==> config.mk <==
export PLATFORM = sky130hd
export DESIGN_NAME = music_player
export DESIGN_NICKNAME = d
export VERILOG_FILES = /design/src/source/music_pkg.sv /design/src/source/mcu.sv /design/src/source/song_reader.sv /design/src/source/note_player.sv /design/src/source/beat_generator.sv /design/src/source/codec_conditioner.sv /design/src/source/music_player.sv
export VERILOG_INCLUDE_DIRS = /design/src /design/src/source
export SDC_FILE = /design/constraint.sdc
export NUM_CORES = 1
export LEC_CHECK = 0
export BUFFER_PORTS_ARGS = -buffer_cell sky130_fd_sc_hd__clkbuf_2
export CAP_MARGIN = 10
export CORE_ASPECT_RATIO = 0.7
export CORE_UTILIZATION = 45
export CTS_CLUSTER_SIZE = 14
export DETAILED_ROUTE_END_ITERATION = 6
export PLACE_DENSITY = 0.7
export SYNTH_ARGS = -nofsm -noshare
export SYNTH_HDL_FRONTEND = slang
export SYNTH_HIERARCHICAL = 1
export SYNTH_SLANG_ARGS = --single-unit
==> constraint.sdc <==
create_clock -name clk -period 6.3 [get_ports clk]
set_clock_uncertainty 0.1 [all_clocks]
set_input_delay 0.945 -clock clk [delete_from_list [all_inputs] [get_ports clk]]
set_output_delay 0.945 -clock clk [all_outputs]
set_load 0.05 [all_outputs]
==> src/source/song_rom.svh <==
/*
 * Built-in song table, included inside the song reader and the testbench.
 * Positions past the listed entries read as the end marker.
 * A song that fills all positions ends after its last entry.
 */

// Look up one table entry for a song and a position within it
function automatic music_pkg::note_t song_entry(
    input logic [music_pkg::SONG_W-1:0] song,
    input logic [music_pkg::POS_W-1:0] pos
);
    music_pkg::note_t e;
    e = '{note: 6'd0, duration: 6'd0};
    case ({song, pos})
        // Song 0, a rising line with one rest
        {2'd0, 4'd0}: e = '{note: 6'd49, duration: 6'd4};
        {2'd0, 4'd1}: e = '{note: 6'd51, duration: 6'd2};
        {2'd0, 4'd2}: e = '{note: 6'd53, duration: 6'd2};
        {2'd0, 4'd3}: e = '{note: 6'd0, duration: 6'd1};
        {2'd0, 4'd4}: e = '{note: 6'd54, duration: 6'd4};
        {2'd0, 4'd5}: e = '{note: 6'd56, duration: 6'd2};
        {2'd0, 4'd6}: e = '{note: 6'd58, duration: 6'd2};
        {2'd0, 4'd7}: e = '{note: 6'd61, duration: 6'd6};
        // Song 1
        {2'd1, 4'd0}: e = '{note: 6'd44, duration: 6'd3};
        {2'd1, 4'd1}: e = '{note: 6'd47, duration: 6'd3};
        {2'd1, 4'd2}: e = '{note: 6'd44, duration: 6'd2};
        {2'd1, 4'd3}: e = '{note: 6'd40, duration: 6'd2};
        {2'd1, 4'd4}: e = '{note: 6'd0, duration: 6'd2};
        {2'd1, 4'd5}: e = '{note: 6'd42, duration: 6'd5};
        // Song 2
        {2'd2, 4'd0}: e = '{note: 6'd56, duration: 6'd2};
        {2'd2, 4'd1}: e = '{note: 6'd54, duration: 6'd2};
        {2'd2, 4'd2}: e = '{note: 6'd52, duration: 6'd2};
        {2'd2, 4'd3}: e = '{note: 6'd51, duration: 6'd2};
        {2'd2, 4'd4}: e = '{note: 6'd49, duration: 6'd8};
        // Song 3, short
        {2'd3, 4'd0}: e = '{note: 6'd37, duration: 6'd4};
        {2'd3, 4'd1}: e = '{note: 6'd41, duration: 6'd4};
        {2'd3, 4'd2}: e = '{note: 6'd44, duration: 6'd4};
        {2'd3, 4'd3}: e = '{note: 6'd49, duration: 6'd8};
        default: e = '{note: 6'd0, duration: 6'd0};
    endcase
    return e;
endfunction

==> src/source/music_pkg.sv <==
/*
 * Shared types and constants for the single-voice tone player.
 * Pitches assume a 48 kHz sample rate and use the lowest octave table shifted per octave.
 * Note 0 is a rest and a duration of 0 marks the end of a song.
 */
`default_nettype none

package music_pkg;

    localparam int NUM_SONGS = 4;
    localparam int SONG_LEN = 16;
    localparam int SONG_W = $clog2(NUM_SONGS);
    localparam int POS_W = $clog2(SONG_LEN);

    // Peak value of the square wave, well under full scale
    localparam logic signed [15:0] AMPLITUDE = 16'sd4096;

    // One song table entry, pitch in the upper half and length in beats below
    typedef struct packed {
        logic [5:0] note;
        logic [5:0] duration;
    } note_t;

    typedef enum logic [1:0] {
        paused,
        playing,
        next_song
    } mcu_state_t;

    // Half period in samples, each octave up halves the lowest octave count
    function automatic logic [15:0] half_period(input logic [5:0] note);
        logic [5:0] idx;
        logic [2:0] octave;
        logic [3:0] semi;
        logic [15:0] base;
        logic [15:0] hp;
        idx = note - 6'd1;
        octave = 3'(idx / 6'd12);
        semi = 4'(idx % 6'd12);
        case (semi)
            4'd0: base = 16'd873;
            4'd1: base = 16'd824;
            4'd2: base = 16'd778;
            4'd3: base = 16'd734;
            4'd4: base = 16'd693;
            4'd5: base = 16'd654;
            4'd6: base = 16'd617;
            4'd7: base = 16'd583;
            4'd8: base = 16'd550;
            4'd9: base = 16'd519;
            4'd10: base = 16'd490;
            default: base = 16'd462;
        endcase
        hp = base >> octave;
        // A rest has no pitch, so any legal count will do
        if (note == 6'd0 || hp < 16'd2) begin
            hp = 16'd2;
        end
        return hp;
    endfunction

endpackage

`default_nettype wire

==> src/source/mcu.sv <==
/*
 * Play control state machine.
 * Buttons are single-cycle strobes and act one cycle later.
 * Buttons arriving during the one-cycle song change are dropped.
 */
`timescale 1ns/1ps
`default_nettype none

module mcu (
    input  logic                             clk,
    input  logic                             reset,
    input  logic                             play_button,
    input  logic                             next_button,
    input  logic                             song_done,
    output logic                             play,
    output logic                             reset_player,
    output logic [music_pkg::SONG_W-1:0]     song
);

    music_pkg::mcu_state_t state;
    music_pkg::mcu_state_t state_next;

    always_comb begin
        state_next = state;
        case (state)
            music_pkg::paused: begin
                // Moving on to another song wins over a play press
                if (next_button || song_done) begin
                    state_next = music_pkg::next_song;
                end else if (play_button) begin
                    state_next = music_pkg::playing;
                end
            end
            music_pkg::playing: begin
                if (next_button || song_done) begin
                    state_next = music_pkg::next_song;
                end else if (play_button) begin
                    state_next = music_pkg::paused;
                end
            end
            // Single cycle stop, the song reader is cleared here
            music_pkg::next_song: state_next = music_pkg::paused;
            default: state_next = music_pkg::paused;
        endcase
    end

    always_ff @(posedge clk) begin
        if (reset) begin
            state <= music_pkg::paused;
            song <= '0;
        end else begin
            state <= state_next;
            // The song index moves on entry so it is stable once reset_player drops
            if (state_next == music_pkg::next_song && state != music_pkg::next_song) begin
                if (song == music_pkg::SONG_W'(music_pkg::NUM_SONGS - 1)) begin
                    song <= '0;
                end else begin
                    song <= song + 1'b1;
                end
            end
        end
    end

    assign play = (state == music_pkg::playing);
    assign reset_player = (state == music_pkg::next_song);

endmodule

`default_nettype wire

==> src/source/song_reader.sv <==
/*
 * Steps through one song of the table and hands out one note at a time.
 * Expects to be reset whenever the song index changes.
 * After the song ends it stays idle until the next reset.
 */
`timescale 1ns/1ps
`default_nettype none

module song_reader (
    input  logic                             clk,
    input  logic                             reset,
    input  logic                             play,
    input  logic [music_pkg::SONG_W-1:0]     song,
    output music_pkg::note_t                 next_note,
    output logic                             new_note,
    input  logic                             note_done,
    output logic                             song_done
);

    `include "song_rom.svh"

    logic [music_pkg::POS_W-1:0] pos;
    // A note has been handed out and its note_done has not come back yet
    logic pending;
    // The last table position has been issued
    logic at_end;
    // The song has finished, hold off until reset
    logic song_over;
    music_pkg::note_t entry;
    logic end_of_song;
    logic note_finished;
    logic issue;

    always_comb begin
        entry = song_entry(song, pos);
        end_of_song = at_end || (entry.duration == 6'd0);
        // A done arriving next to a fresh note belongs to the note it replaced
        // It can only come from the player's old note right after a resume
        note_finished = note_done && !new_note;
        issue = play && !song_over && (!pending || note_finished);
    end

    always_ff @(posedge clk) begin
        if (reset) begin
            pos <= '0;
            pending <= 1'b0;
            at_end <= 1'b0;
            song_over <= 1'b0;
            new_note <= 1'b0;
            song_done <= 1'b0;
        end else begin
            new_note <= 1'b0;
            song_done <= 1'b0;
            if (issue) begin
                if (end_of_song) begin
                    // No note for the marker, only the done strobe to the controller
                    song_done <= 1'b1;
                    song_over <= 1'b1;
                    pending <= 1'b0;
                end else begin
                    new_note <= 1'b1;
                    pending <= 1'b1;
                    pos <= pos + 1'b1;
                    at_end <= (pos == music_pkg::POS_W'(music_pkg::SONG_LEN - 1));
                end
            end else if (note_finished) begin
                // Paused when the note ran out, the next one goes on resume
                pending <= 1'b0;
            end
        end
    end

    // The note record is payload and is only read with new_note
    always_ff @(posedge clk) begin
        if (issue && !end_of_song) begin
            next_note <= entry;
        end
    end

endmodule

`default_nettype wire

==> src/source/note_player.sv <==
/*
 * Square-wave voice with a beat-counted note timer.
 * Playback speed divides note lengths by 1, 2, 4 or 8, never below one beat.
 * The output is silent for rests, while paused and once a note has run out.
 */
`timescale 1ns/1ps
`default_nettype none

module note_player (
    input  logic                     clk,
    input  logic                     reset,
    input  logic                     play_enable,
    input  music_pkg::note_t         next_note,
    input  logic                     load_new_note,
    input  logic                     playback,
    input  logic                     beat,
    input  logic                     generate_next_sample,
    output logic                     note_done,
    output logic signed [15:0]       note_sample,
    output logic                     new_sample_ready
);

    logic [1:0] speed;
    logic [5:0] cur_note;
    logic loaded;
    logic [5:0] timer;
    logic [5:0] scaled;
    // Low while in the positive half of the wave
    logic sign;
    logic [15:0] half_cnt;
    logic [15:0] hp;
    logic active;

    always_comb begin
        scaled = next_note.duration >> speed;
        hp = music_pkg::half_period(cur_note);
        active = loaded && play_enable && (cur_note != 6'd0);
    end

    // Speed steps on each playback press and wraps back to normal
    always_ff @(posedge clk) begin
        if (reset) begin
            speed <= 2'd0;
        end else if (playback) begin
            speed <= speed + 2'd1;
        end
    end

    always_ff @(posedge clk) begin
        if (reset) begin
            loaded <= 1'b0;
            timer <= '0;
            note_done <= 1'b0;
        end else begin
            note_done <= 1'b0;
            if (load_new_note) begin
                loaded <= 1'b1;
                timer <= (scaled == 6'd0) ? 6'd1 : scaled;
            end else if (play_enable && beat && loaded) begin
                if (timer == 6'd1) begin
                    loaded <= 1'b0;
                    note_done <= 1'b1;
                end
                timer <= timer - 6'd1;
            end
        end
    end

    always_ff @(posedge clk) begin
        if (load_new_note) begin
            cur_note <= next_note.note;
        end
    end

    always_ff @(posedge clk) begin
        if (reset) begin
            sign <= 1'b0;
            half_cnt <= '0;
            new_sample_ready <= 1'b0;
        end else begin
            new_sample_ready <= generate_next_sample;
            if (load_new_note) begin
                // Every note starts on the positive half
                sign <= 1'b0;
                half_cnt <= '0;
            end else if (generate_next_sample && active) begin
                if (half_cnt >= hp - 16'd1) begin
                    half_cnt <= '0;
                    sign <= ~sign;
                end else begin
                    half_cnt <= half_cnt + 16'd1;
                end
            end
        end
    end

    // Sample taken from the current half before the counter moves on
    always_ff @(posedge clk) begin
        if (generate_next_sample) begin
            if (!active) begin
                note_sample <= '0;
            end else if (sign) begin
                note_sample <= -music_pkg::AMPLITUDE;
            end else begin
                note_sample <= music_pkg::AMPLITUDE;
            end
        end
    end

endmodule

`default_nettype wire

==> src/source/beat_generator.sv <==
/*
 * Divides the sample request strobe down to a beat strobe.
 * One beat for every BEAT_COUNT enables, the beat lags the enable by one cycle.
 */
`timescale 1ns/1ps
`default_nettype none

module beat_generator #(
    parameter int BEAT_COUNT = 1000
) (
    input  logic clk,
    input  logic reset,
    input  logic en,
    output logic beat
);

    // Counter wide enough for BEAT_COUNT-1, at least one bit
    localparam int CNT_W = (BEAT_COUNT > 1) ? $clog2(BEAT_COUNT) : 1;

    logic [CNT_W-1:0] count;

    always_ff @(posedge clk) begin
        if (reset) begin
            count <= '0;
            beat <= 1'b0;
        end else begin
            beat <= 1'b0;
            if (en) begin
                if (count == CNT_W'(BEAT_COUNT - 1)) begin
                    count <= '0;
                    beat <= 1'b1;
                end else begin
                    count <= count + 1'b1;
                end
            end
        end
    end

endmodule

`default_nettype wire

==> src/source/codec_conditioner.sv <==
/*
 * Lines samples up with the codec frame strobe.
 * A sample computed between frames is held and goes out on the next frame.
 * Frames must come at least 4 cycles apart so a sample is ready in time.
 */
`timescale 1ns/1ps
`default_nettype none

module codec_conditioner (
    input  logic                 clk,
    input  logic                 reset,
    input  logic signed [15:0]   new_sample_in,
    input  logic                 latch_new_sample_in,
    input  logic                 new_frame,
    output logic                 generate_next_sample,
    output logic signed [15:0]   valid_sample
);

    // Sample waiting for the next frame
    logic signed [15:0] pending;

    always_ff @(posedge clk) begin
        if (reset) begin
            pending <= '0;
            valid_sample <= '0;
            generate_next_sample <= 1'b0;
        end else begin
            if (latch_new_sample_in) begin
                pending <= new_sample_in;
            end
            // Output and request move together, one cycle after the frame
            generate_next_sample <= new_frame;
            if (new_frame) begin
                valid_sample <= pending;
            end
        end
    end

endmodule

`default_nettype wire

==> src/source/music_player.sv <==
/*
 * Single-voice music player, top level.
 * Button inputs must already be debounced single-cycle strobes.
 * BEAT_COUNT sets samples per beat, lower it to shorten simulation.
 */
`timescale 1ns/1ps
`default_nettype none

module music_player #(
    parameter int BEAT_COUNT = 1000
) (
    input  logic                 clk,
    input  logic                 reset,
    input  logic                 play_button,
    input  logic                 next_button,
    input  logic                 playback,
    input  logic                 new_frame,
    output logic                 new_sample_generated,
    output logic signed [15:0]   sample_out
);

    logic play;
    logic reset_player;
    logic [music_pkg::SONG_W-1:0] song;
    logic song_done;
    music_pkg::note_t next_note;
    logic new_note;
    logic note_done;
    logic beat;
    logic generate_next_sample;
    logic signed [15:0] note_sample;
    logic new_sample_ready;

    mcu mcu0 (
        .clk          (clk),
        .reset        (reset),
        .play_button  (play_button),
        .next_button  (next_button),
        .song_done    (song_done),
        .play         (play),
        .reset_player (reset_player),
        .song         (song)
    );

    // Only the reader restarts on a song change, the voice keeps its state
    song_reader song_reader0 (
        .clk       (clk),
        .reset     (reset | reset_player),
        .play      (play),
        .song      (song),
        .next_note (next_note),
        .new_note  (new_note),
        .note_done (note_done),
        .song_done (song_done)
    );

    note_player note_player0 (
        .clk                  (clk),
        .reset                (reset),
        .play_enable          (play),
        .next_note            (next_note),
        .load_new_note        (new_note),
        .playback             (playback),
        .beat                 (beat),
        .generate_next_sample (generate_next_sample),
        .note_done            (note_done),
        .note_sample          (note_sample),
        .new_sample_ready     (new_sample_ready)
    );

    // Beats are counted in sample requests, so they follow the codec rate
    beat_generator #(
        .BEAT_COUNT (BEAT_COUNT)
    ) beat_generator0 (
        .clk   (clk),
        .reset (reset),
        .en    (generate_next_sample),
        .beat  (beat)
    );

    codec_conditioner codec_conditioner0 (
        .clk                  (clk),
        .reset                (reset),
        .new_sample_in        (note_sample),
        .latch_new_sample_in  (new_sample_ready),
        .new_frame            (new_frame),
        .generate_next_sample (generate_next_sample),
        .valid_sample         (sample_out)
    );

    assign new_sample_generated = generate_next_sample;

endmodule

`default_nettype wire

==> results.sh <==
export IMPL_status="finished clean"
export IMPL_drtPass1Iterations=5
export IMPL_wl_mm=14.9
export IMPL_ys_seq_area_share_pct=32.5
export IMPL_htreeDepth=3
export IMPL_syn_inst=818
export IMPL_grt_pass1_vias=5155
export IMPL_critPathCaptureType="flop"
export IMPL_yosysTopAreaCellShare_pct=24.7
export IMPL_ctsRootBufferMaster="clkbuf_16"
export IMPL_crit_type="flop to flop"
export IMPL_syn_area_mm2=0.00690
export IMPL_grt_start_max_net_pins=61
export IMPL_max_freq_mhz=165
export IMPL_min_path_type="flop to flop"
export IMPL_port_buffers=22
export IMPL_critPathLaunchType="flop"
export IMPL_cts_max_path_buffers=2
export IMPL_synth_cell_type_count=89
export IMPL_ys_warn_count=6
export IMPL_power_leakage_nw=2.92
export IMPL_ys_top_cells_by_area="dfxtp_1, edfxtp_1, nor2_1, ha_1, mux2i_1"
export IMPL_dieWidth_um=150
export IMPL_ff_latch_area_mm2=0.00224
export IMPL_multiInputGateArea_mm2=0.00433
export IMPL_cts_buffers=9
export IMPL_cap_violations=0
export IMPL_tightestPinTransition_ns=0.940
export IMPL_synth_seq_cells=103
export IMPL_synth_area_per_cell_um2=8.44
export IMPL_p_per_area_mw_per_mm2=192
export IMPL_clkLatencyLatePin_ns=0.34
export IMPL_area_growth_pct=9.12
export IMPL_wire_per_inst_um=14.4
export IMPL_ys_async_sr_fraction_pct=0
export IMPL_synth_ff_type="dfxtp_1"
export IMPL_slew_viol_final=0
export IMPL_drt_iter0_drc=444
export IMPL_drtAntennaViolNets=0
export IMPL_track_usage_pct=19.3
export IMPL_yosys_area_top_type="dfxtp_1"
export IMPL_core_area_mm2=0.0148
export IMPL_ios=23
export IMPL_finalNetCount=876
export IMPL_reg2reg_depth=27
export IMPL_insertedDiodeCount=0
export IMPL_num_vias=5856
export IMPL_grt_antenna_before_repair=0
export IMPL_num_rows=37
export IMPL_die_area_mm2=0.0158
export IMPL_grt_overflow_total=0
export IMPL_holdBufCountCts=0
export IMPL_instances_no_fill=1035
export IMPL_start_util_pct=46.6
export IMPL_die_h_um=106
export IMPL_synth_edf_count=18
export IMPL_cts_sinks=103
export IMPL_cts_tree="built"
export IMPL_hold_violations=0
export IMPL_grt_pass1_wl_mm=25.0
export IMPL_gp_routability_congestion=0.994
export IMPL_cp_max_fo=15
export IMPL_finalCriticalPeriod_ns=6.04
export IMPL_vias_per_cell=5.66
export IMPL_worst_slew_margin_rel_pct=37.3
export IMPL_min_delay_path_depth=0
export IMPL_cp_data_arrival_time_ns=6.22
export IMPL_ir_worst_vdd_mv=0.107
export IMPL_setup_violations=0
export IMPL_fin_crit_sh_pct=95.9
export IMPL_fillCellCount=1403
export IMPL_drive_gt1_share_pct=13.7
export IMPL_drc=0
export IMPL_cts_reportedPaths_clkPinSlew_ns=0.07
export IMPL_finalSetupTns_ns=0
export IMPL_crit_required_ns=6.48
export IMPL_dp_cells=1013
export IMPL_dpl_hpwl_mm=10.9
cells in the mapped netlist, types with 11 or more instances:
master	number
inv_1	24
nor3_1	27
a31oi_1	12
xnor2_1	14
buf_2	18
nor2_1	123
xor2_1	22
clkbuf_1	17
dfxtp_1	85
nand3_1	27
nand4_1	14
o211ai_1	14
o21ai_0	27
ha_1	35
buf_4	17
edfxtp_1	18
nor2b_1	11
a21o_1	11
nand2_1	44
a21oi_1	37
a211oi_1	15
nand2b_1	15
mux2i_1	40
flip-flops by register name (all words and copies together), names as in the netlist, 4 cells and up:
| register | cells |
|---|---|
| codec_conditioner0/valid_sample | 16 |
| note_player0/timer | 6 |
| song_reader0/next_note | 10 |
| codec_conditioner0/pending | 16 |
| note_player0/cur_note | 6 |
| song_reader0/pos | 4 |
| note_player0/half_cnt | 16 |
| beat_generator0/count | 10 |
critical path, stage by stage (launching register included):
cell	delay (ns)
edfxtp_1	0.40
buf_4	0.19
nor3_2	0.23
nand2_1	0.10
xnor2_1	0.21
ha_2	0.34
nand3b_1	0.15
or4b_1	0.56
o21ai_1	0.16
nand2_1	0.11
mux2i_1	0.20
a221oi_2	0.09
o211a_1	0.22
mux4_2	0.50
nand2_1	0.12
ha_1	0.18
o31a_1	0.21
and2_1	0.22
nand4_1	0.12
ha_1	0.31
a21o_1	0.19
a211oi_2	0.22
a21boi_0	0.11
a31oi_1	0.15
o21a_2	0.22
o21bai_4	0.09
buf_12	0.15
nor2_1	0.11
placed cells by master, fill, tap and decap left out, drive strengths merged, types with 22 or more instances in the layout:
cell type,count
a21oi,37
buf,29
clkbuf,33
dfxtp,85
ha,35
inv,27
mux2i,40
nand2,44
nand3,28
nor2,123
nor3,28
o21ai,32
xor2,22
cell type report:
cell class              instances  area share (%)
multi-input cells             645            57.4
inverters                      25            1.25
well taps                     195            3.24
clock inverters                 5           0.548
flip-flops and latches        103            29.8
clock buffers                  11            3.22
repair buffers                 51            4.52
layer usage:
| metal | global-route usage [%] | vias up | routed length (µm) |
|---|---|---|---|
| li1 | - | 2964 | - |
| met1 | 29.9 | 2694 | 7850 |
| met2 | 27.0 | 179 | 6010 |
| met3 | 3.81 | 19 | 895 |
| met4 | 4.62 | 0 | 146 |
| met5 | 0 | - | 0 |
what timing repair did:
item                       4_1_cts  5_1_grt
pin swaps                        0        6
setup endpoints to repair        9       17
buffers inserted                 0        6
gates resized for setup          2       22
worst paths after layout:
check	to	slack (ns)	start
worst min register to register	note_player0/cur_note[4]	0.32	song_reader0/next_note[10]
worst max-delay path	note_player0/half_cnt[11]	0.26	note_player0/cur_note[1]
worst max register to register	note_player0/half_cnt[11]	0.26	note_player0/cur_note[1]
worst min-delay path	note_player0/cur_note[4]	0.32	song_reader0/next_note[10]
cell families (layout without fill, tap and decap cells):
logic type,Yosys count,after routing,synth area share (%)
and+or+nand+nor,325,325,23.6
AOI/OAI and AO/OA,189,189,19.7
DFF,103,103,32.5
buffers and inverters,84,92,6.62
muxes,43,43,6.51
xor gates and xnor gates,36,36,4.57
adders and majority gates,35,35,6.35
other,3,17,0.163
through the flow:
stage / total power, mW / setup slack [ns] / utilization (%) / instance area [µm²] / hold WS (ns)
after CTS: 1.45 / 0.136 / 50.0 / 7410 / 0.323
after global routing: 1.51 / -0.0212 / 50.8 / 7530 / 0.334
after detailed placement: 0.922 / 0.0353 / 48.1 / 7120 / 0.305
after floorplan: 0.891 / 0.0844 / - / 6960 / 0.300
final: 1.44 / 0.256 / 50.8 / 7530 / 0.322
after global placement: 0.921 / 0.0651 / 48.1 / 7120 / 0.302
where the power goes:
| part | switching, mW | leakage, nW | total (mW) | internal [mW] |
|---|---|---|---|---|
| registers | 0.0265 | 0.853 | 0.715 | 0.688 |
| clock network | 0.242 | 0.138 | 0.525 | 0.283 |
| logic | 0.119 | 1.93 | 0.204 | 0.0856 |
No activity file was read; power rests on OpenSTA's default activity.
